## src/hw/rat_config_pkg.sv

```systemverilog
// table dimensions for the register alias table
// 16 architectural registers map onto 32 physical tags
// PHYS_REGS must be at least ARCH_REGS so the reset identity mapping fits
// register ZERO_REG is never renamed and always reads tag 0, ready

`default_nettype none

package rat_config_pkg;

    // ========================================================================
    // sizes
    // ========================================================================

    // architectural registers seen by the rename stage
    localparam int ARCH_REGS = 16;
    // physical tags in the register file
    localparam int PHYS_REGS = 32;
    // result buses that can mark a tag ready in one cycle
    localparam int WB_PORTS = 2;

    // derived field widths
    localparam int ARCH_IDX_W = $clog2(ARCH_REGS);
    localparam int PHYS_TAG_W = $clog2(PHYS_REGS);

    // ========================================================================
    // field types
    // ========================================================================

    // index of an architectural register
    typedef logic [ARCH_IDX_W-1:0] arch_idx_t;
    // physical register tag
    typedef logic [PHYS_TAG_W-1:0] phys_tag_t;
    // one valid bit per writeback port
    typedef logic [WB_PORTS-1:0] wb_vec_t;

    // hardwired zero register, rename requests to it are dropped
    localparam arch_idx_t ZERO_REG = arch_idx_t'(0);

endpackage

`default_nettype wire

```

## src/hw/rat_snapshot_pkg.sv

```systemverilog
// flat vector layouts for the whole-table snapshot and the writeback tags
// entry i of a tag vector sits at bits [i*SNAP_SLICE_W +: SNAP_SLICE_W]
// writeback port p uses the same slicing inside wb_tags_t

`default_nettype none

package rat_snapshot_pkg;

    // width of one tag slice inside a packed vector
    localparam int SNAP_SLICE_W = rat_config_pkg::PHYS_TAG_W;

    // all table tags side by side
    localparam int SNAP_TAGS_W = rat_config_pkg::ARCH_REGS * SNAP_SLICE_W;

    // all writeback tags side by side
    localparam int WB_TAGS_W = rat_config_pkg::WB_PORTS * SNAP_SLICE_W;

    // one bit per architectural register
    // used for ready bits and for writeback match masks
    typedef logic [rat_config_pkg::ARCH_REGS-1:0] arch_vec_t;

    // tag of every entry, entry 0 in the low slice
    typedef logic [SNAP_TAGS_W-1:0] snap_tags_t;

    // tags of every writeback port, port 0 in the low slice
    typedef logic [WB_TAGS_W-1:0] wb_tags_t;

endpackage

`default_nettype wire

```

## src/hw/rat_wb_match.sv

```systemverilog
// writeback tag match for every table entry and every restore-snapshot entry
// purely combinational, a port only counts while its valid bit is high
// matches from all ports are ORed into one mask per source

`timescale 1ns/1ps
`default_nettype none

module rat_wb_match (
    input  var rat_config_pkg::wb_vec_t      wb_valid_i,
    input  var rat_snapshot_pkg::wb_tags_t   wb_tag_i,
    input  var rat_snapshot_pkg::snap_tags_t cur_tags_i,
    input  var rat_snapshot_pkg::snap_tags_t restore_tags_i,
    output var rat_snapshot_pkg::arch_vec_t  table_hit_o,
    output var rat_snapshot_pkg::arch_vec_t  snap_hit_o
);

    import rat_config_pkg::*;
    import rat_snapshot_pkg::*;

    // true if any valid writeback port carries this tag
    function automatic logic tag_hit(
        input phys_tag_t tag,
        input wb_vec_t   valid,
        input wb_tags_t  wb_tags
    );
        logic hit;
        hit = 1'b0;
        for (int p = 0; p < WB_PORTS; p++) begin
            if (valid[p] && (wb_tags[p*SNAP_SLICE_W +: SNAP_SLICE_W] == tag)) begin
                hit = 1'b1;
            end
        end
        return hit;
    endfunction

    // ========================================================================
    // per-entry compare
    // ========================================================================

    for (genvar i = 0; i < ARCH_REGS; i++) begin : g_entry
        // current table entry, used for forwarding and for the next ready bit
        assign table_hit_o[i] = tag_hit(cur_tags_i[i*SNAP_SLICE_W +: SNAP_SLICE_W],
                                        wb_valid_i, wb_tag_i);

        // snapshot entry being restored, so a result landing in the
        // restore cycle is not lost
        assign snap_hit_o[i] = tag_hit(restore_tags_i[i*SNAP_SLICE_W +: SNAP_SLICE_W],
                                       wb_valid_i, wb_tag_i);
    end

endmodule

`default_nettype wire

```

## src/hw/rat_table.sv

```systemverilog
// mapping state of the alias table, one tag and one ready bit per entry
// synchronous active-high reset loads the identity mapping, all ready
// restore has priority over rename in the same cycle
// snapshot outputs show the next state as if no restore were applied

`timescale 1ns/1ps
`default_nettype none

module rat_table (
    input  var logic                         clock,
    input  var logic                         reset,
    input  var logic                         ren_valid_i,
    input  var rat_config_pkg::arch_idx_t    ren_arch_i,
    input  var rat_config_pkg::phys_tag_t    ren_tag_i,
    input  var rat_snapshot_pkg::arch_vec_t  table_hit_i,
    input  var rat_snapshot_pkg::arch_vec_t  snap_hit_i,
    input  var logic                         restore_valid_i,
    input  var rat_snapshot_pkg::snap_tags_t restore_tags_i,
    input  var rat_snapshot_pkg::arch_vec_t  restore_ready_i,
    output var rat_snapshot_pkg::snap_tags_t cur_tags_o,
    output var rat_snapshot_pkg::arch_vec_t  cur_ready_o,
    output var rat_snapshot_pkg::snap_tags_t snap_tags_o,
    output var rat_snapshot_pkg::arch_vec_t  snap_ready_o
);

    import rat_config_pkg::*;
    import rat_snapshot_pkg::*;

    // registered table
    snap_tags_t tags_q;
    arch_vec_t  ready_q;

    // next state for a normal cycle (rename plus writebacks)
    snap_tags_t norm_tags;
    arch_vec_t  norm_ready;

    // ready bits after a restore merge
    arch_vec_t  rst_ready;

    // full next state
    snap_tags_t tags_d;
    arch_vec_t  ready_d;

    // rename request that actually changes the table
    logic       ren_active;

    assign ren_active = ren_valid_i && (ren_arch_i != ZERO_REG);

    // ========================================================================
    // normal update
    // ========================================================================

    always_comb begin
        norm_tags = tags_q;
        // every entry holding a written tag becomes ready
        norm_ready = ready_q | table_hit_i;
        // the renamed entry gets its new tag and waits for its producer,
        // this also overrides a writeback hit on the old tag
        if (ren_active) begin
            norm_tags[ren_arch_i*SNAP_SLICE_W +: SNAP_SLICE_W] = ren_tag_i;
            norm_ready[ren_arch_i] = 1'b0;
        end
    end

    // ========================================================================
    // restore merge
    // ========================================================================

    always_comb begin
        for (int i = 0; i < ARCH_REGS; i++) begin
            // ready if the snapshot says so
            // or the entry keeps a tag that is already ready here
            // or the snapshot tag is written back in this very cycle
            rst_ready[i] = restore_ready_i[i]
                         | ((restore_tags_i[i*SNAP_SLICE_W +: SNAP_SLICE_W]
                             == tags_q[i*SNAP_SLICE_W +: SNAP_SLICE_W]) && ready_q[i])
                         | snap_hit_i[i];
        end
    end

    // restore wins over the rename slot
    assign tags_d  = restore_valid_i ? restore_tags_i : norm_tags;
    assign ready_d = restore_valid_i ? rst_ready : norm_ready;

    // ========================================================================
    // state registers
    // ========================================================================

    always_ff @(posedge clock) begin
        if (reset) begin
            // identity: entry i holds tag i
            for (int i = 0; i < ARCH_REGS; i++) begin
                tags_q[i*SNAP_SLICE_W +: SNAP_SLICE_W] <= phys_tag_t'(i);
            end
            ready_q <= '1;
        end else begin
            tags_q  <= tags_d;
            ready_q <= ready_d;
        end
    end

    // current table to lookup and match logic
    assign cur_tags_o  = tags_q;
    assign cur_ready_o = ready_q;

    // checkpoint view, what the table holds after this cycle's rename
    // and writebacks, for the consumer to save at a branch
    assign snap_tags_o  = norm_tags;
    assign snap_ready_o = norm_ready;

endmodule

`default_nettype wire

```

## src/hw/rat_lookup.sv

```systemverilog
// combinational read side of the alias table
// source ready bits forward same-cycle writebacks through the table_hit mask
// old-tag read follows the restore snapshot while a restore is active
// a rename of ZERO_REG still reports its stored tag

`timescale 1ns/1ps
`default_nettype none

module rat_lookup (
    input  var rat_config_pkg::arch_idx_t    rs1_arch_i,
    input  var rat_config_pkg::arch_idx_t    rs2_arch_i,
    input  var rat_config_pkg::arch_idx_t    ren_arch_i,
    input  var rat_snapshot_pkg::snap_tags_t cur_tags_i,
    input  var rat_snapshot_pkg::arch_vec_t  cur_ready_i,
    input  var rat_snapshot_pkg::arch_vec_t  table_hit_i,
    input  var logic                         restore_valid_i,
    input  var rat_snapshot_pkg::snap_tags_t restore_tags_i,
    output var rat_config_pkg::phys_tag_t    rs1_tag_o,
    output var rat_config_pkg::phys_tag_t    rs2_tag_o,
    output var logic                         rs1_ready_o,
    output var logic                         rs2_ready_o,
    output var rat_config_pkg::phys_tag_t    ren_old_tag_o
);

    import rat_config_pkg::*;
    import rat_snapshot_pkg::*;

    // pick one entry's tag out of a flat tag vector
    function automatic phys_tag_t tag_at(
        input snap_tags_t tags,
        input arch_idx_t  idx
    );
        return tags[int'(idx)*SNAP_SLICE_W +: SNAP_SLICE_W];
    endfunction

    // ========================================================================
    // source operands
    // ========================================================================

    assign rs1_tag_o = tag_at(cur_tags_i, rs1_arch_i);
    assign rs2_tag_o = tag_at(cur_tags_i, rs2_arch_i);

    // stored ready or a writeback hitting that entry right now
    assign rs1_ready_o = cur_ready_i[rs1_arch_i] | table_hit_i[rs1_arch_i];
    assign rs2_ready_o = cur_ready_i[rs2_arch_i] | table_hit_i[rs2_arch_i];

    // ========================================================================
    // rename destination
    // ========================================================================

    // during a restore the table is about to become the snapshot,
    // so the tag being freed is the snapshot's one
    assign ren_old_tag_o = restore_valid_i ? tag_at(restore_tags_i, ren_arch_i)
                                           : tag_at(cur_tags_i, ren_arch_i);

endmodule

`default_nettype wire

```

## src/hw/rat_top.sv

```systemverilog
// register alias table for the rename stage, one rename slot per cycle
// two source lookups and two writeback ports, no handshakes
// lookups, old tag and snapshot respond in the same cycle
// rename, writeback and restore show up in the table after the next edge

`timescale 1ns/1ps
`default_nettype none

module rat_top (
    input  var logic                         clock,
    input  var logic                         reset,
    // source lookups
    input  var rat_config_pkg::arch_idx_t    rs1_arch_i,
    input  var rat_config_pkg::arch_idx_t    rs2_arch_i,
    output var rat_config_pkg::phys_tag_t    rs1_tag_o,
    output var rat_config_pkg::phys_tag_t    rs2_tag_o,
    output var logic                         rs1_ready_o,
    output var logic                         rs2_ready_o,
    // rename slot
    input  var logic                         ren_valid_i,
    input  var rat_config_pkg::arch_idx_t    ren_arch_i,
    input  var rat_config_pkg::phys_tag_t    ren_tag_i,
    output var rat_config_pkg::phys_tag_t    ren_old_tag_o,
    // writebacks
    input  var rat_config_pkg::wb_vec_t      wb_valid_i,
    input  var rat_snapshot_pkg::wb_tags_t   wb_tag_i,
    // checkpoint save and restore
    input  var logic                         restore_valid_i,
    input  var rat_snapshot_pkg::snap_tags_t restore_tags_i,
    input  var rat_snapshot_pkg::arch_vec_t  restore_ready_i,
    output var rat_snapshot_pkg::snap_tags_t snap_tags_o,
    output var rat_snapshot_pkg::arch_vec_t  snap_ready_o
);

    import rat_snapshot_pkg::*;

    // table state as it stands this cycle
    snap_tags_t cur_tags;
    arch_vec_t  cur_ready;

    // writeback matches against table and restore snapshot
    arch_vec_t  table_hit;
    arch_vec_t  snap_hit;

    // ========================================================================
    // input side: writeback tag compare
    // ========================================================================

    rat_wb_match u_wb_match (
        .wb_valid_i     (wb_valid_i),
        .wb_tag_i       (wb_tag_i),
        .cur_tags_i     (cur_tags),
        .restore_tags_i (restore_tags_i),
        .table_hit_o    (table_hit),
        .snap_hit_o     (snap_hit)
    );

    // ========================================================================
    // state: mapping registers and their next value
    // ========================================================================

    rat_table u_table (
        .clock           (clock),
        .reset           (reset),
        .ren_valid_i     (ren_valid_i),
        .ren_arch_i      (ren_arch_i),
        .ren_tag_i       (ren_tag_i),
        .table_hit_i     (table_hit),
        .snap_hit_i      (snap_hit),
        .restore_valid_i (restore_valid_i),
        .restore_tags_i  (restore_tags_i),
        .restore_ready_i (restore_ready_i),
        .cur_tags_o      (cur_tags),
        .cur_ready_o     (cur_ready),
        .snap_tags_o     (snap_tags_o),
        .snap_ready_o    (snap_ready_o)
    );

    // output side: operand and old-tag reads
    rat_lookup u_lookup (
        .rs1_arch_i      (rs1_arch_i),
        .rs2_arch_i      (rs2_arch_i),
        .ren_arch_i      (ren_arch_i),
        .cur_tags_i      (cur_tags),
        .cur_ready_i     (cur_ready),
        .table_hit_i     (table_hit),
        .restore_valid_i (restore_valid_i),
        .restore_tags_i  (restore_tags_i),
        .rs1_tag_o       (rs1_tag_o),
        .rs2_tag_o       (rs2_tag_o),
        .rs1_ready_o     (rs1_ready_o),
        .rs2_ready_o     (rs2_ready_o),
        .ren_old_tag_o   (ren_old_tag_o)
    );

endmodule

`default_nettype wire

```

## config.mk

```make
export PLATFORM = sky130hd
export DESIGN_NAME = rat_top
export DESIGN_NICKNAME = d
export VERILOG_FILES = /design/src/hw/rat_config_pkg.sv /design/src/hw/rat_snapshot_pkg.sv /design/src/hw/rat_wb_match.sv /design/src/hw/rat_table.sv /design/src/hw/rat_lookup.sv /design/src/hw/rat_top.sv
export SDC_FILE = /design/constraint.sdc
export NUM_CORES = 1
export LEC_CHECK = 0
export BUFFER_PORTS_ARGS = -buffer_cell sky130_fd_sc_hd__buf_2
export CAP_MARGIN = 40
export CORE_MARGIN = 4
export CORE_UTILIZATION = 35
export DETAILED_ROUTE_END_ITERATION = 16
export PLACE_DENSITY = 0.66
export SLEW_MARGIN = 20
export SYNTH_ARGS = -nofsm -noshare
export SYNTH_HDL_FRONTEND = slang
export SYNTH_SLANG_ARGS = --single-unit
export TNS_END_PERCENT = 50
```

## constraint.sdc

```tcl
create_clock -name clock -period 10.4 [get_ports clock]
set_clock_uncertainty 0.15 [all_clocks]
set_input_delay 3.12 -clock clock [delete_from_list [all_inputs] [get_ports clock]]
set_output_delay 3.12 -clock clock [all_outputs]
set_load 0.01 [all_outputs]
```

# Word level (Yosys, flattened, before mapping)
# Index checks and enable logic that the tools add are counted.
# op_classes
n_shift	6
n_mul	4
addsub	1
bitwise	37
mux	80
n_eq_ne	80
n_lt_le_gt_ge	4
reduce_logical	83
# op_table
cell	n
$eq A5 B5 Y1	80
$shiftx A80 B32 Y5	4
$mux W80	2
$logic_and A1 B1 Y1	82
$bwmux W80	1
$shift A5 B34 Y80 const A	1
$shiftx A5 B34 Y80	1
$mux W1	69
$neg A7 Y34	1
$or A1 B1 Y1	34
$mux W16	2
$mul A4 B3 Y7 const B	4
$and A16 B16 Y16	1
$bmux W1 S4	4
$not A16 Y16	1
$or A16 B16 Y16	1
$lt A4 B5 Y1 const B	3
$mux W5	1
$demux W1 S4	1
$ge A4 B1 Y1 const B	1
$reduce_bool A4 Y1	1
# word_totals
elab_cells	297
input_bits	129
out_inout_bits	113
regBits	96

# Longest topological paths before layout
# depth
word_depth	8
depth_mapped	11

# Cells and area by module
# Synthesis repeated with hierarchy kept, for this count alone.
# unflattened
cells_unflattened	1494
area_unflattened_um2	13743.2
# modules_own_cells
mod	n_inst	seq_area_each_um2	area_per_inst_um2	cells_each
rat_table	1	1921.8	6869.1	813
rat_wb_match	1	0.0	4127.7	526
rat_lookup	1	0.0	2746.4	155

# Worst setup path after synthesis
# No wires, ideal clock.
# synth_path
kind	input -> output
from	input ren_arch_i[0]
to	output ren_old_tag_o[4]
required_ns	7.130
n_path_buf	2
stages	5
slack_ns	2.186
arrival_time_ns	4.944
cell_sequence	buf_2 -> buf_2 -> mux4_2 -> mux4_2 -> mux2_2
# synth_between
elab_chain_cells	3
# synth_lines
element	line_no	source
start: declaration	rat_top.sv:21	input var rat_config_pkg::arch_idx_t ren_arch_i,
$mul A4 B3 Y7 (*)	rat_lookup.sv:33	return tags[int'(idx)*SNAP_SLICE_W +: SNAP_SLICE_W];
$shiftx A80 B32 Y5	rat_lookup.sv:33	
$mux W5 (*)	rat_lookup.sv:53	assign ren_old_tag_o = restore_valid_i ? tag_at(restore_tags_i, ren_arch_i)
end: declaration	rat_top.sv:23	output var rat_config_pkg::phys_tag_t ren_old_tag_o,
# Mark *: on every way between the ends. The rest lies on a longest branch, timed or not.

# Final worst setup path
# layout_path
from	input wb_tag_i[4]
to	output rs1_ready_o
# layout_between
elab_chain_cells	7
# layout_lines
element	line_no	source
start: declaration	rat_top.sv:26	input var rat_snapshot_pkg::wb_tags_t wb_tag_i,
$eq A5 B5 Y1	rat_wb_match.sv:29	if (valid[p] && (wb_tags[p*SNAP_SLICE_W +: SNAP_SLICE_W] == tag)) begin
$logic_and A1 B1 Y1	rat_wb_match.sv:29	
$mux W1 (2 in a row)	rat_wb_match.sv:29	
$bmux W1 S4 (*)	rat_lookup.sv:44	assign rs1_ready_o = cur_ready_i[rs1_arch_i] | table_hit_i[rs1_arch_i];
$mux W1 (not written as such) (*)	rat_lookup.sv:44	
$or A1 B1 Y1 (*)	rat_lookup.sv:44	
end: declaration	rat_top.sv:17	output var logic rs1_ready_o,
# Mark *: on every way between the ends. The rest lies on a longest branch, timed or not. The select of a mux whose other input is x is not followed.

==> flow_summary.ini <==
[die]
start_util_pct = 35.5
design.die.area_um2 = 39200
die_h_um = 198
die_w_um = 198
num_rows = 69
io_pins = 242
core_um2 = 35600

[min_path]
whs_path_depth = 4
hold_start = u_table.cur_ready_o[5]$_SDFF_PP1_
hold_class = register to register
whs_endpoint = u_table.cur_ready_o[5]$_SDFF_PP1_

[sta]
fin_crit_ns = 9.35
slew_headroom_pct = 38.5
finalCritPeriodShare_pct = 89.9
setup_violations = 0
fin_ws_ns = 1.05
maxSlewViolCount = 0
setup_tns_ns = 0
rsz0062_at_grt = false
fmax_ghz = 0.107
whs_ns = 0.475
hold_viol_final = 0
tightest_slew_ns = 0.923

[worst_setup_path]
worstSetupPathType = primary input to primary output
cpMostUsedCell = buf_2
r2r_slack_ns = 8.16
r2r_end = u_table.cur_ready_o[2]$_SDFF_PP1_
critPathMaxFanout = 12
path_buf_inv = 3
worstPathArrival_ns = 6.08
crit_path_max_incr_delay_ns = 0.49
slowest_stage = mux4_2
cp.required_ns = 7.13
rr_startpoint = u_table.cur_tags_o[13]$_SDFF_PP0_
path_delay_family = buffers and inverters
reg2reg_depth = 7
start_kind = primary input
path_cells = buf_2 > buf_4 > xor2_1 > nor4_1 > and3_1 > nor3_1 > mux2_2 > mux4_2 > a2bb2oi_1 > buf_2
end_kind = primary output

[logic_synthesis]
ys_ff_latch = 96
synth_top_area_share_pct = 22.2
synth.net_count = 1526
yosys-top-cells-area = xor2_1, mux4_2, dfxtp_1, mux2_2, xnor2_1
synthesis.area_um2 = 12600
synth-seq-area-share_pct = 15.2
synthCells = 1390
yosys.cell_types.count = 45
yosysTopAreaCell = xor2_1
ys_warn_count = 0
syn_avg_cell_area_um2 = 9.08

[clock_network]
cts_buffers = 9
cts_htree_levels = 3
insertion_delay_ns = 0.38
cts_resized = 0
cts_tree = yes
cts_sinks = 96
clockBufferDepth = 2
clk_pin_slew_ns = 0.06
cts_hold_buffers = 0
post_cts_buffers = 0
clockRootBuffer = clkbuf_16

[global_route]
grt-ovfl-total = 0
grt_pass1_wl_um = 82400
grt_pass1_vias = 12000
antenna_found_initial = 2
grt_max_degree = 49
grtUsageTotal_pct = 28.2

[placement]
dp.final_hpwl_um = 43000
dpl_cell_area_um2 = 13800
place_congestion = 1.04
placed_cells = 1940
dp_slack_ns = 1.22
io_buffers = 241

[detailed_routing]
wire_per_inst_um = 29.4
routed_wl_um = 57600
dr.pass1.iters = 6
ant_nets = 0
remaining_drc_errors = 0
via_per_inst = 6.29
drt_iter0_markers = 1779
num_vias = 12300

[power]
p_clk_share_pct = 24.9
seqPwrFrac_pct = 32.4
p_per_area_nw_per_um2 = 98.8
power.total_mw = 1.40
p_comb_share_pct = 42.8
p_switching_mw = 0.565
irDropWorstVdd_mv = 0.0873
swShare_pct = 40.5
p_int_mw = 0.831
p_leak_nw = 5.85

[layout]
syn_to_final_growth_pct = 11.9
fin_area_um2 = 14100
final_cell_mix = xor2_1, buf_2, mux4_2
layoutNonFillerInstCount = 1958
fin_util_pct = 39.7
drive_gt1_share_pct = 32.5
antenna_cells = 0
fin_nets = 1628
fillers = 3620
layout_commonest_cell = xor2_1

[run_status]
status = completed

[run]
maxCapViolations = 0
==> tightest hold or removal path, cell delays in order, from the launching register on <==
cell and delay [ns]:
dfxtp_1 0.32, nand3_1 0.07, nand4_1 0.08, o21ai_0 0.07, nand2_1 0.05
==> layout make-up <==
cell class                 count  area [µm²]  area share [%]
clock buffer                  14         274            1.94
timing repair buffer         278        1530            10.8
inverter                       9        35.0           0.248
multi-input combinational   1098        9770            69.2
clock inverter                 2        12.5          0.0886
tap                          461         577            4.08
sequential                    96        1920            13.6
==> sequential cells by signal, indices dropped and copies added (netlist names) <==
name / flops
u_table.cur_tags_o: 80
u_table.cur_ready_o: 16
==> per-layer routing <==
metal / track usage [%] / routed length (µm)
met1: 37.3 / 21700
met3: 6.57 / 7090
met4: 15.3 / 3730
met2: 42.8 / 25000
met5: 0 / 27
==> power by group through the flow <==
stage / combinational, mW / sequential (mW) / clock (mW)
2_1_floorplan: 0.415 / 0.404 / 0
3_3_place_gp: 0.571 / 0.456 / 0
3_5_place_dp: 0.581 / 0.457 / 0
4_1_cts: 0.584 / 0.449 / 0.348
5_1_grt: 0.626 / 0.453 / 0.364
6_report: 0.597 / 0.452 / 0.347
==> how the worst max path moves through the flow <==
stage,start,endpoint,slack [ns],depth (start not counted)
floorplan,ren_arch_i[0],ren_old_tag_o[4],2.19,5
global placement,ren_arch_i[1],snap_tags_o[59],1.17,9
detailed placement,ren_arch_i[1],snap_tags_o[9],1.22,9
CTS,ren_arch_i[1],snap_tags_o[9],1.21,9
global route,wb_tag_i[2],rs1_ready_o,1.0,9
finish,wb_tag_i[4],rs1_ready_o,1.05,10
==> logic make-up (layout without fill, tap and decap cells) <==
| logic type | count (synthesis) | count (layout) | share of synthesized area [%] |
|---|---|---|---|
| flip-flops | 96 | 96 | 15.2 |
| buffers and inverters | 196 | 303 | 7.38 |
| XOR/XNOR | 400 | 400 | 27.7 |
| multiplexers | 248 | 248 | 30.6 |
| AO/OA/AOI/OAI | 97 | 97 | 4.81 |
| AND/OR/NAND/NOR | 346 | 346 | 13.5 |
| adder cells (fa/ha/maj) | 7 | 7 | 0.694 |
==> Yosys cell counts (all sizes together) <==
cell and count:
xnor2 80, o21ai 20, nor2b 4, nor2 60
nand3b 2, nor4 80, nand2 101, o41ai 1
a21oi 28, clkinv 3, o31ai 2, nor3 15
and2 6, a311o 2, nor4b 1, a221oi 2
nand4 16, inv 6, a21boi 2, clkbuf 82
ha 7, a31oi 25, a41oi 1, nand3 36
o211a 3, and3 15, and3b 1, a31o 6
o21a 1, mux2 85, nand2b 6, xor2 320
a2111oi 2, mux2i 61, dfxtp 96, nor3b 3
buf 105, mux4 102, a2bb2oi 2
Power figures use the tool's default switching activity.
